--- config.mk ---
export PLATFORM = sky130hd
export DESIGN_NAME = mem_wb_top
export DESIGN_NICKNAME = d
export VERILOG_FILES = /design/src/design/mem_wb_pkg.sv /design/src/design/store_align.sv /design/src/design/lsu_apb_master.sv /design/src/design/writeback_stage.sv /design/src/design/gpr_file.sv /design/src/design/mem_wb_top.sv
export SDC_FILE = /design/constraint.sdc
export NUM_CORES = 2
export LEC_CHECK = 0
export ABC_AREA = 1
export BUFFER_PORTS_ARGS = -buffer_cell sky130_fd_sc_hd__buf_2
export CORE_ASPECT_RATIO = 1.75
export CORE_MARGIN = 3
export CORE_UTILIZATION = 35
export DETAILED_ROUTE_END_ITERATION = 8
export GPL_ROUTABILITY_DRIVEN = 0
export PLACE_DENSITY = 0.63
export SYNTH_ARGS = -nofsm -noshare
export SYNTH_HDL_FRONTEND = slang
export SYNTH_SLANG_ARGS = --single-unit
--- constraint.sdc ---
create_clock -name clk -period 16 [get_ports clk]
set_clock_uncertainty 0.05 [all_clocks]
set_input_delay 1.6 -clock clk [delete_from_list [all_inputs] [get_ports clk]]
set_output_delay 1.6 -clock clk [all_outputs]
set_load 0.02 [all_outputs]
--- src/design/mem_wb_pkg.sv ---
`default_nettype none

package mem_wb_pkg;

	// data and address width
	localparam int xlen = 64;
	// register index
	localparam int reg_addr_w = 5;
	localparam int num_regs = 32;
	// byte lanes per memory word
	localparam int lane_count = 8;
	localparam int offset_w = 3;

	// access width, log2 of the byte count
	typedef enum logic [1:0] {
		size_b = 2'd0,
		size_h = 2'd1,
		size_w = 2'd2,
		size_d = 2'd3
	} access_size_t;

	// none means an already computed result
	typedef enum logic [1:0] {
		kind_none  = 2'd0,
		kind_load  = 2'd1,
		kind_store = 2'd2
	} req_kind_t;

	// one memory word, seen at each access width
	typedef union packed {
		logic [lane_count-1:0][7:0]    bytes;
		logic [lane_count/2-1:0][15:0] halves;
		logic [lane_count/4-1:0][31:0] words;
		logic [xlen-1:0]               dword;
	} mem_word_u;

	typedef struct packed {
		logic                  valid;
		req_kind_t             kind;
		access_size_t          size;
		logic                  is_signed;
		logic [xlen-1:0]       pc;
		logic [reg_addr_w-1:0] rd;
		logic [xlen-1:0]       addr;
		// store data, or result when kind is none
		logic [xlen-1:0]       data;
	} mem_req_t;

	typedef struct packed {
		logic                  psel;
		logic                  penable;
		logic                  pwrite;
		logic [xlen-1:0]       paddr;
		logic [xlen-1:0]       pwdata;
		logic [lane_count-1:0] pstrb;
	} apb_req_t;

	typedef struct packed {
		logic            pready;
		logic [xlen-1:0] prdata;
	} apb_rsp_t;

	typedef struct packed {
		logic                  valid;
		req_kind_t             kind;
		access_size_t          size;
		logic                  is_signed;
		logic [xlen-1:0]       pc;
		logic [reg_addr_w-1:0] rd;
		logic [offset_w-1:0]   offset;
		// raw read word for loads
		logic [xlen-1:0]       data;
	} mem_done_t;

	typedef struct packed {
		logic                  valid;
		logic [xlen-1:0]       pc;
		logic [reg_addr_w-1:0] rd;
		logic                  wen;
		logic [xlen-1:0]       value;
	} commit_t;

endpackage

`default_nettype wire

--- src/design/store_align.sv ---
`timescale 1ns/1ps
`default_nettype none

module store_align (
	input  mem_wb_pkg::access_size_t               size,
	input  logic [mem_wb_pkg::offset_w-1:0]        offset,
	input  logic [mem_wb_pkg::xlen-1:0]            data,
	output mem_wb_pkg::mem_word_u                  lane_data,
	output logic [mem_wb_pkg::lane_count-1:0]      strobe
);

	// strobe and data before the shift by offset
	logic [mem_wb_pkg::lane_count-1:0] base_strobe;
	logic [mem_wb_pkg::xlen-1:0]       base_data;
	// offset bits that must be zero for this size
	logic [mem_wb_pkg::offset_w-1:0]   align_mask;

	always_comb begin
		// mask is byte count minus one
		case (size)
			mem_wb_pkg::size_b: begin
				base_strobe = 8'h01;
				align_mask = 3'b000;
			end
			mem_wb_pkg::size_h: begin
				base_strobe = 8'h03;
				align_mask = 3'b001;
			end
			mem_wb_pkg::size_w: begin
				base_strobe = 8'h0f;
				align_mask = 3'b011;
			end
			default: begin
				base_strobe = 8'hff;
				align_mask = 3'b111;
			end
		endcase
		// keep only the lanes the access covers
		for (int i = 0; i < mem_wb_pkg::lane_count; i++) begin
			base_data[i*8 +: 8] = base_strobe[i] ? data[i*8 +: 8] : 8'h00;
		end
	end

	// byte offset moves both strobe and data up
	assign strobe = base_strobe << offset;
	assign lane_data.dword = base_data << {offset, 3'b000};

	// access must not cross into the next word
	always_comb begin
		fits_word: assert final ((offset & align_mask) == '0)
			else $error("store_align: offset %0d not aligned to size %0d", offset, size);
	end

endmodule

`default_nettype wire

--- src/design/lsu_apb_master.sv ---
`timescale 1ns/1ps
`default_nettype none

module lsu_apb_master (
	input  logic                  clk,
	input  logic                  rst,
	input  mem_wb_pkg::mem_req_t  req,
	input  mem_wb_pkg::apb_rsp_t  apb_in,
	output logic                  req_ready,
	output mem_wb_pkg::apb_req_t  apb_out,
	output mem_wb_pkg::mem_done_t done
);

	typedef enum logic [1:0] {
		st_idle   = 2'd0,
		st_setup  = 2'd1,
		st_access = 2'd2
	} state_t;

	state_t state;
	logic accept;
	logic req_mem;
	logic xfer_end;
	// request and lanes held for the whole transfer
	mem_wb_pkg::mem_req_t  hold;
	mem_wb_pkg::mem_word_u hold_lanes;
	logic [mem_wb_pkg::lane_count-1:0] hold_strb;
	// aligner outputs, sampled at acceptance
	mem_wb_pkg::mem_word_u lanes;
	logic [mem_wb_pkg::lane_count-1:0] strb;
	logic [mem_wb_pkg::offset_w-1:0] align_offset;

	assign req_ready = (state == st_idle);
	assign accept = req.valid && req_ready;
	assign req_mem = (req.kind == mem_wb_pkg::kind_load) || (req.kind == mem_wb_pkg::kind_store);
	// last access cycle of a transfer
	assign xfer_end = (state == st_access) && apb_in.pready;

	// offset only matters for a real memory request
	assign align_offset = (req.valid && req_mem) ? req.addr[mem_wb_pkg::offset_w-1:0] : '0;

	store_align u_store_align (
		.size      (req.size),
		.offset    (align_offset),
		.data      (req.data),
		.lane_data (lanes),
		.strobe    (strb)
	);

	always_ff @(posedge clk) begin
		if (rst) begin
			state <= st_idle;
		end else begin
			case (state)
				st_idle:   if (accept && req_mem) state <= st_setup;
				st_setup:  state <= st_access;
				// slave may stall here
				st_access: if (apb_in.pready) state <= st_idle;
				default:   state <= st_idle;
			endcase
		end
	end

	// payload captured once per memory request
	always_ff @(posedge clk) begin
		if (accept && req_mem) begin
			hold <= req;
			hold_lanes <= lanes;
			hold_strb <= strb;
		end
	end

	always_comb begin
		apb_out.psel = (state != st_idle);
		apb_out.penable = (state == st_access);
		apb_out.pwrite = (hold.kind == mem_wb_pkg::kind_store);
		// word aligned, lanes picked by strobe or offset
		apb_out.paddr = {hold.addr[mem_wb_pkg::xlen-1:mem_wb_pkg::offset_w], 3'b000};
		apb_out.pwdata = hold_lanes.dword;
		// reads carry no strobe
		apb_out.pstrb = apb_out.pwrite ? hold_strb : '0;
	end

	always_comb begin
		done = '0;
		if (accept && !req_mem) begin
			// result bypasses the bus in the acceptance cycle
			done.valid = 1'b1;
			done.kind = req.kind;
			done.size = req.size;
			done.is_signed = req.is_signed;
			done.pc = req.pc;
			done.rd = req.rd;
			done.data = req.data;
		end else if (xfer_end) begin
			done.valid = 1'b1;
			done.kind = hold.kind;
			done.size = hold.size;
			done.is_signed = hold.is_signed;
			done.pc = hold.pc;
			done.rd = hold.rd;
			done.offset = hold.addr[mem_wb_pkg::offset_w-1:0];
			// stores report the data they wrote
			done.data = (hold.kind == mem_wb_pkg::kind_load) ? apb_in.prdata : hold.data;
		end
	end

	penable_needs_psel: assert property (@(posedge clk) disable iff (rst)
		apb_out.penable |-> apb_out.psel);

	// address, control and data hold until the slave completes
	apb_stable: assert property (@(posedge clk) disable iff (rst)
		(apb_out.psel && !(apb_out.penable && apb_in.pready)) |=>
		(apb_out.psel && $stable({apb_out.paddr, apb_out.pwrite, apb_out.pwdata, apb_out.pstrb})));

endmodule

`default_nettype wire

--- src/design/writeback_stage.sv ---
`timescale 1ns/1ps
`default_nettype none

module writeback_stage (
	input  logic                              clk,
	input  logic                              rst,
	input  mem_wb_pkg::mem_done_t             done,
	output logic                              wen,
	output logic [mem_wb_pkg::reg_addr_w-1:0] waddr,
	output logic [mem_wb_pkg::xlen-1:0]       wdata,
	output mem_wb_pkg::commit_t               commit
);

	mem_wb_pkg::mem_word_u rd_word;
	// lanes selected by offset at each width
	logic [7:0]  b_lane;
	logic [15:0] h_lane;
	logic [31:0] w_lane;
	logic [mem_wb_pkg::xlen-1:0] load_val;
	logic [mem_wb_pkg::xlen-1:0] result;
	// output register
	logic                              valid_q;
	logic                              wen_q;
	logic [mem_wb_pkg::xlen-1:0]       pc_q;
	logic [mem_wb_pkg::reg_addr_w-1:0] rd_q;
	logic [mem_wb_pkg::xlen-1:0]       value_q;

	assign rd_word = done.data;
	assign b_lane = rd_word.bytes[done.offset];
	// upper offset bits pick the half or word
	assign h_lane = rd_word.halves[done.offset[2:1]];
	assign w_lane = rd_word.words[done.offset[2]];

	always_comb begin
		case (done.size)
			mem_wb_pkg::size_b: load_val = {{56{done.is_signed & b_lane[7]}}, b_lane};
			mem_wb_pkg::size_h: load_val = {{48{done.is_signed & h_lane[15]}}, h_lane};
			mem_wb_pkg::size_w: load_val = {{32{done.is_signed & w_lane[31]}}, w_lane};
			default:            load_val = rd_word.dword;
		endcase
	end

	// non-memory results and store data pass unchanged
	assign result = (done.kind == mem_wb_pkg::kind_load) ? load_val : done.data;

	always_ff @(posedge clk) begin
		if (rst) begin
			valid_q <= 1'b0;
			wen_q <= 1'b0;
		end else begin
			valid_q <= done.valid;
			// stores only commit
			wen_q <= done.valid && (done.kind != mem_wb_pkg::kind_store);
		end
	end

	always_ff @(posedge clk) begin
		if (done.valid) begin
			pc_q <= done.pc;
			rd_q <= done.rd;
			value_q <= result;
		end
	end

	// register write port
	assign wen = wen_q;
	assign waddr = rd_q;
	assign wdata = value_q;

	// commit record
	assign commit.valid = valid_q;
	assign commit.pc = pc_q;
	assign commit.rd = rd_q;
	assign commit.wen = wen_q;
	assign commit.value = value_q;

endmodule

`default_nettype wire

--- src/design/gpr_file.sv ---
`timescale 1ns/1ps
`default_nettype none

module gpr_file (
	input  logic                              clk,
	input  logic                              rst,
	input  logic                              wen,
	input  logic [mem_wb_pkg::reg_addr_w-1:0] waddr,
	input  logic [mem_wb_pkg::xlen-1:0]       wdata,
	input  logic [mem_wb_pkg::reg_addr_w-1:0] raddr,
	output logic [mem_wb_pkg::xlen-1:0]       rdata
);

	logic [mem_wb_pkg::xlen-1:0] regs [mem_wb_pkg::num_regs];

	always_ff @(posedge clk) begin
		if (rst) begin
			// all registers start at zero
			for (int i = 0; i < mem_wb_pkg::num_regs; i++) begin
				regs[i] <= '0;
			end
		end else if (wen && (waddr != '0)) begin
			// x0 is never written
			regs[waddr] <= wdata;
		end
	end

	// x0 reads zero regardless of array contents
	assign rdata = (raddr == '0) ? '0 : regs[raddr];

endmodule

`default_nettype wire

--- src/design/mem_wb_top.sv ---
`timescale 1ns/1ps
`default_nettype none

module mem_wb_top (
	input  logic                              clk,
	input  logic                              rst,
	input  mem_wb_pkg::mem_req_t              req,
	input  mem_wb_pkg::apb_rsp_t              apb_in,
	input  logic [mem_wb_pkg::reg_addr_w-1:0] raddr,
	output logic                              req_ready,
	output mem_wb_pkg::apb_req_t              apb_out,
	output logic [mem_wb_pkg::xlen-1:0]       rdata,
	output mem_wb_pkg::commit_t               commit
);

	// completion from bus master to write-back
	mem_wb_pkg::mem_done_t done;
	// register write path
	logic                              wen;
	logic [mem_wb_pkg::reg_addr_w-1:0] waddr;
	logic [mem_wb_pkg::xlen-1:0]       wdata;

	lsu_apb_master u_lsu (
		.clk       (clk),
		.rst       (rst),
		.req       (req),
		.apb_in    (apb_in),
		.req_ready (req_ready),
		.apb_out   (apb_out),
		.done      (done)
	);

	writeback_stage u_wb (
		.clk    (clk),
		.rst    (rst),
		.done   (done),
		.wen    (wen),
		.waddr  (waddr),
		.wdata  (wdata),
		.commit (commit)
	);

	gpr_file u_gpr (
		.clk   (clk),
		.rst   (rst),
		.wen   (wen),
		.waddr (waddr),
		.wdata (wdata),
		.raddr (raddr),
		.rdata (rdata)
	);

endmodule

`default_nettype wire

# [Word-level counts from Yosys, hierarchy flattened]
# Memory sizes are Yosys's and may differ from the RTL's.
# Cells that the tools add are included.
[op_classes] magnitude_cmp=3 eq_ne=14 n_shift=2 muxes=36 bitwise=3 n_reduce_logical=17
[ops] op="2-to-1 mux 64 bit" count=5
[ops] op="one-hot mux 64 bit (3 select lines)" count=1
[ops] op="2-to-1 mux 142 bit" count=1
[ops] op="2-to-1 mux 8 bit" count=10
[ops] op="2-to-1 mux 75 bit" count=1
[ops] op="2-to-1 mux 32 bit" count=2
[ops] op="OR reduction 64 bit" count=1
[ops] op="left shift 64 x 6 -> 64 bit" count=1
[ops] op="binary-select mux 16 bit (select 2 bit)" count=1
[ops] op="binary-select mux 8 bit (select 3 bit)" count=1
[ops] op="one-hot mux 8 bit (3 select lines)" count=1
[ops] op="2-to-1 mux 16 bit" count=1
[ops] op="== test 2 x 1 -> 1 bit, second input constant" count=6
[ops] op="== test 2 bit, second input constant" count=5
[ops] op="left shift 8 x 3 -> 8 bit" count=1
[ops] op="logical AND 1 bit" count=7
[ops] op="logical NOT 2 bit" count=3
[ops] op="2-to-1 mux 1 bit" count=6
[ops] op="2-to-1 mux 3 bit" count=2
[ops] op="inequality test 2 bit, second input constant" count=3
[ops] op="one-hot mux 2 bit (3 select lines)" count=1
[ops] op="logical NOT 5 bit" count=1
[ops] op="2-to-1 mux 5 bit" count=1
[ops] op="nonzero test 5 bit" count=1
[ops] op="other kinds (9)" count=12
[word_totals] reg_bits=411 ram_bits=2048 elab_cells=91 memories=1
[mem_list] memory="u_gpr.regs" depth=32 word_bits=64 rd=1 rd_ports_with_merged_regs=0 wr=32 line_no="gpr_file.sv:14" source="logic [mem_wb_pkg::xlen-1:0] regs [mem_wb_pkg::num_regs];"

# [Longest topological paths before layout]
[depth] word_depth=10 mapped_depth=16 ltp_nobuf=15

# [By module]
# Synthesis repeated with hierarchy kept, for this count alone.
[hier_totals] hier_cells=11696 area_unflattened_um2=113402.5
[by_module_without_submodules] module="gpr_file" n_inst=1 cells_per_inst=9433 area_each_um2=92522.5
[by_module_without_submodules] module="lsu_apb_master" n_inst=1 cells_per_inst=1068 area_each_um2=11926.4
[by_module_without_submodules] module="writeback_stage" n_inst=1 cells_per_inst=674 area_each_um2=6673.9
[by_module_without_submodules] module="store_align" n_inst=1 cells_per_inst=521 area_each_um2=2279.7

# [Worst setup path before layout]
# No wires, ideal clock.
[synth_path] path_type="in2reg" start="in req[201] (netlist bit)" end="reg u_lsu.hold, in the netlist u_lsu.apb_out[100], enable pin" setup_time_ps=915 arrival_ps=13403 required_ps=15035 slack_ps=1632 stages=4 path_buffers=1 cell_sequence="nand2_1 nand2_2 buf_4 nor2_1"
[synth_between] elab_chain_len=3 elab_cells_between_ends=4 cone_classes="eq/ne: 2; reduce/logical: 2"
[synth_rtl] item="from (decl)" line_no="mem_wb_top.sv:7" source="input mem_wb_pkg::mem_req_t req,"
[synth_rtl] item="== test 2 x 1 -> 1 bit or == test 2 bit (tied branches)" line_no="lsu_apb_master.sv:35" source="assign req_mem = (req.kind == mem_wb_pkg::kind_load) || (req.kind == mem_wb_pkg::kind_store);"
[synth_rtl] item="logical OR 1 bit *" line_no="lsu_apb_master.sv:35"
[synth_rtl] item="logical AND 1 bit *" line_no="lsu_apb_master.sv:66" source="if (accept && req_mem) begin"
[synth_rtl] item="to (signal assigned)" line_no="lsu_apb_master.sv:67" source="hold <= req;"
[synth_rtl] item="to (decl)" line_no="lsu_apb_master.sv:25" source="mem_wb_pkg::mem_req_t hold;"
# Every way passes the cells marked *; elsewhere a longest branch is shown, timed or not.
# A chain may end at the register's enable or synchronous reset.

# [Worst setup path in the final report]
[layout_path] start="in raddr[0] (netlist bit)" end="out rdata[3] (netlist bit)"
[layout_between] elab_chain_len=2 elab_cells_between_ends=3 cone_classes="mux: 1; reduce/logical: 1; memory: 1"
[layout_rtl] item="from (decl)" line_no="mem_wb_top.sv:9" source="input logic [mem_wb_pkg::reg_addr_w-1:0] raddr,"
[layout_rtl] item="memory read (32 x 64 bit) or logical NOT 5 bit (tied branches)"
[layout_rtl] item="2-to-1 mux 64 bit *" line_no="gpr_file.sv:29" source="assign rdata = (raddr == '0) ? '0 : regs[raddr];"
[layout_rtl] item="to (decl)" line_no="mem_wb_top.sv:12" source="output logic [mem_wb_pkg::xlen-1:0] rdata,"
# Marks and branches as above.

==> flow_summary_export.csv <==
group,metric,value,unit
job,max_cap_violations,0,
floorplanning,core.rowCount,270,
global_routing,grt_antenna_before_repair,91,
critical_path,crit_fanout,166,
detailed_routing,drt_iter0_drc,11000,
sta,finalCriticalPeriod,8.33,ns
detailed_routing,num_vias,85400,
global_routing,met2_usage,0.457,
sta,finalSetupTns,0,ns
sta,worstMarginPinSlew,1.22,ns
detailed_routing,drtAntennaViolNets,0,
sta,setup_slack,7.67,ns
yosys,netlist_area,109000,um^2
clock_network,cts_buffers,214,
placed_design,dpl-instance-area,115000,um^2
global_routing,groute.usage.overall,0.273,
pwr,vdd_drop_max,0.108,mV
yosys,instance_count_of_the_mapped_netlist,10400,
global_routing,first_global_vias,81800,
clock_network,post-cts-setup-buffers,0,
yosys,ys_ff_latch,2459,
floorplanning,floorplan.initialDensity,0.352,
yosys,yosys_warnings,0,
layout,layout.cell_area.non_filler,122000,um^2
yosys,synth-edff-count,2455,
floorplanning,design.portCount,614,
global_routing,grt_start_max_net_pins,205,
clock_network,clock_latency,0.86,ns
yosys,postSynth.topFlopCell,"sky130_fd_sc_hd__edfxtp_1",
placed_design,port-buffer-count,610,
yosys,post_synth_most_frequent_cells,"3361 x sky130_fd_sc_hd__nor2_1, 2455 x sky130_fd_sc_hd__edfxtp_1, 1214 x sky130_fd_sc_hd__o21ai_0, 957 x sky130_fd_sc_hd__nand2_1, 614 x sky130_fd_sc_hd__clkbuf_1",
yosys,synthesis.area_per_instance,10.5,um^2
detailed_routing,firstDrtPassIters,9,
global_routing,global_route.overflow_total,0,
sta,slew_violations,0,
floorplanning,dieArea,318000,um^2
clock_network,tritoncts,"built",
sta,hold_violations,0,
pwr,static-leakage-power,0.0459,uW
sta,hold_ws,0.466,ns
critical_path,timing.critical_path.required,14.35,ns
critical_path,crit_path_start_kind,"input port",
global_routing,grt_first_pass_wirelength,616,mm
detailed_routing,routed_wirelength,449,mm
yosys,ys_top_cells_by_area,"sky130_fd_sc_hd__edfxtp_1 68%, sky130_fd_sc_hd__nor2_1 12%, sky130_fd_sc_hd__o21ai_0 5.6%, sky130_fd_sc_hd__nand2_1 3.3%, sky130_fd_sc_hd__clkbuf_1 2.1%",
sta,final_min_period_over_clock_period,0.521,
sta,setup_repair_after_global_routing_missed_its_margin,"false",
clock_network,clock_sinks,2459,
sta,timing.slew.headroom,0.177,
pwr,p_per_area,116,nW/um^2
detailed_routing,drc_errors,0,
clock_network,cts_max_level,4,
detailed_routing,via_per_inst,5.79,
critical_path,critPathCaptureType,"primary output",
yosys,synth.top_cell.area_share,0.677,
detailed_routing,post_drt_wl_per_cell,30.4,um
global_routing,grtUsageMet1,0.290,
yosys,ys_async_sr_fraction,0,
outcome,status,"finished, final reports clean",
floorplanning,width_of_the_chip,428,um
layout,share_of_cells_above_drive_strength_1,0.114,
sta,max_freq,120,MHz
clock_network,holdBufCountCts,0,
layout,synthToLayoutAreaGrowth,11.7,%
placed_design,hpwlAfterDp,264,mm
hold_path,hold_class,"reg -> reg",
critical_path,setup.worst_path.class,"in -> out",
clock_network,max-clock-path-buffers,4,
clock_network,cts_resized,0,
global_routing,use_met3,0.0655,
global_routing,globalRoute.busiestLayer,"met2",
critical_path,worstPathArrival,6.68,ns
layout,layout.nets,10700,
yosys,library_cell_with_the_largest_summed_area_after_synthesis,"sky130_fd_sc_hd__edfxtp_1",
yosys,dominant_cell_by_count_in_the_synthesized_netlist,"sky130_fd_sc_hd__nor2_1",
placed_design,post_placement_setup_slack,7.81,ns
yosys,synth.lib_cells_used.distinct,47,
floorplanning,floorplan.die.height,744,um
floorplanning,core_area,309000,um^2
yosys,synth_sequential_area_ratio,0.678,
clock_network,root_buffer,"sky130_fd_sc_hd__clkbuf_16",
sta,setup_viol,0,
clock_network,cts.reportedPaths.clkPinSlew,0.06,ns
stage by stage:
step           total power (uW)  utilization  cells
2_1_floorplan              8360            -  10500
3_3_place_gp               8940        0.370  14300
3_5_place_dp               8960        0.370  14300
4_1_cts                   14100        0.392  14700
5_1_grt                   14400        0.393  14700
6_report                  14100        0.393  14800
final cells by class:
type / count / area, um^2
Sequential cell: 2459 / 73800
Clock buffer: 256 / 5600
Fill cell: 30200 / 188000
Antenna cell: 82 / 205
Timing Repair Buffer: 753 / 4280
Inverter: 250 / 975
Multi-Input combinational cell: 6748 / 30400
Tap cell: 4080 / 5100
Clock inverter: 124 / 1160
layout by cell type (no fill, tap or decap), types with 14 or more instances in the layout:
cell,Yosys,final
sky130_fd_sc_hd__nor2_1,3361,3356
sky130_fd_sc_hd__edfxtp_1,2455,2455
sky130_fd_sc_hd__o21ai_0,1214,1214
sky130_fd_sc_hd__nand2_1,957,894
sky130_fd_sc_hd__buf_2,215,604
sky130_fd_sc_hd__o22ai_1,341,341
sky130_fd_sc_hd__nand3_1,295,294
sky130_fd_sc_hd__inv_1,237,232
sky130_fd_sc_hd__clkbuf_16,0,218
sky130_fd_sc_hd__buf_4,81,135
sky130_fd_sc_hd__o221ai_1,127,127
sky130_fd_sc_hd__o211ai_1,119,119
sky130_fd_sc_hd__diode_2,0,82
sky130_fd_sc_hd__a21oi_1,68,68
sky130_fd_sc_hd__nand2_4,6,68
sky130_fd_sc_hd__conb_1,1,67
sky130_fd_sc_hd__clkinv_1,2,51
sky130_fd_sc_hd__a31oi_1,47,47
sky130_fd_sc_hd__nand2_2,43,44
sky130_fd_sc_hd__clkbuf_1,614,38
sky130_fd_sc_hd__clkinv_2,1,31
sky130_fd_sc_hd__nor3_1,21,20
sky130_fd_sc_hd__bufinv_16,0,20
sky130_fd_sc_hd__o211a_1,14,14
sequential cells by signal, summed over array words and instances (netlist names):
signal,count
u_wb.valid_q,1
u_lsu.hold_strb,8
u_lsu.hold_lanes,64
u_wb.pc_q,64
u_wb.wdata,64
u_wb.waddr,5
u_lsu.hold,141
u_lsu.state,2
u_gpr.regs,2048
u_wb.wen,1
u_lsu.apb_out,61
critical path, cell delays in order:
cell and delay (ns):
sky130_fd_sc_hd__buf_8 0.21, sky130_fd_sc_hd__inv_8 0.70, sky130_fd_sc_hd__buf_4 0.90, sky130_fd_sc_hd__buf_4 0.81
sky130_fd_sc_hd__buf_4 0.74, sky130_fd_sc_hd__o21ai_0 0.21, sky130_fd_sc_hd__o22ai_1 0.16, sky130_fd_sc_hd__o21ai_0 0.11
sky130_fd_sc_hd__o211a_1 0.27, sky130_fd_sc_hd__nor2_1 0.35, sky130_fd_sc_hd__buf_2 0.25
cell families (layout without fill, tap and decap cells):
group,Yosys count,after routing,share of synthesized area
other cells,1,149,0.0000344
compound gates,1956,1956,0.103
simple gates,4724,4724,0.170
buf+inv,1268,1383,0.0496
mux,1,1,0.0000919
flops,2459,2459,0.678
layer usage:
metal  wire length [um]  vias to the layer above
li1                   -                    35900
met1             137000                    41400
met2             214000                     6256
met3              50500                     1847
met4              46500                       28
met5                165                        -
worst paths after layout:
| check | cells after the start | from | slack (ns) | end |
|---|---|---|---|---|
| max | 11 | raddr[0] | 7.67 | rdata[3] |
| min reg2reg | 2 | u_lsu.hold[182]$_DFFE_PP_ | 0.47 | u_wb.pc_q[49]$_DFFE_PP_ |
| min | 2 | u_lsu.hold[182]$_DFFE_PP_ | 0.47 | u_wb.pc_q[49]$_DFFE_PP_ |
| max reg2reg | 7 | u_wb.waddr[2]$_DFFE_PP_ | 10.46 | u_gpr.regs[22][18]$_SDFFCE_PN0P_ |
power by group:
group / leakage (uW) / switching, uW / internal [uW]
sequential: 0.0250 / 110 / 7350
combinational: 0.0177 / 1100 / 290
clock: 0.00327 / 2430 / 2810
total: 0.0459 / 3640 / 10500
(Power assumes the default switching activity.)
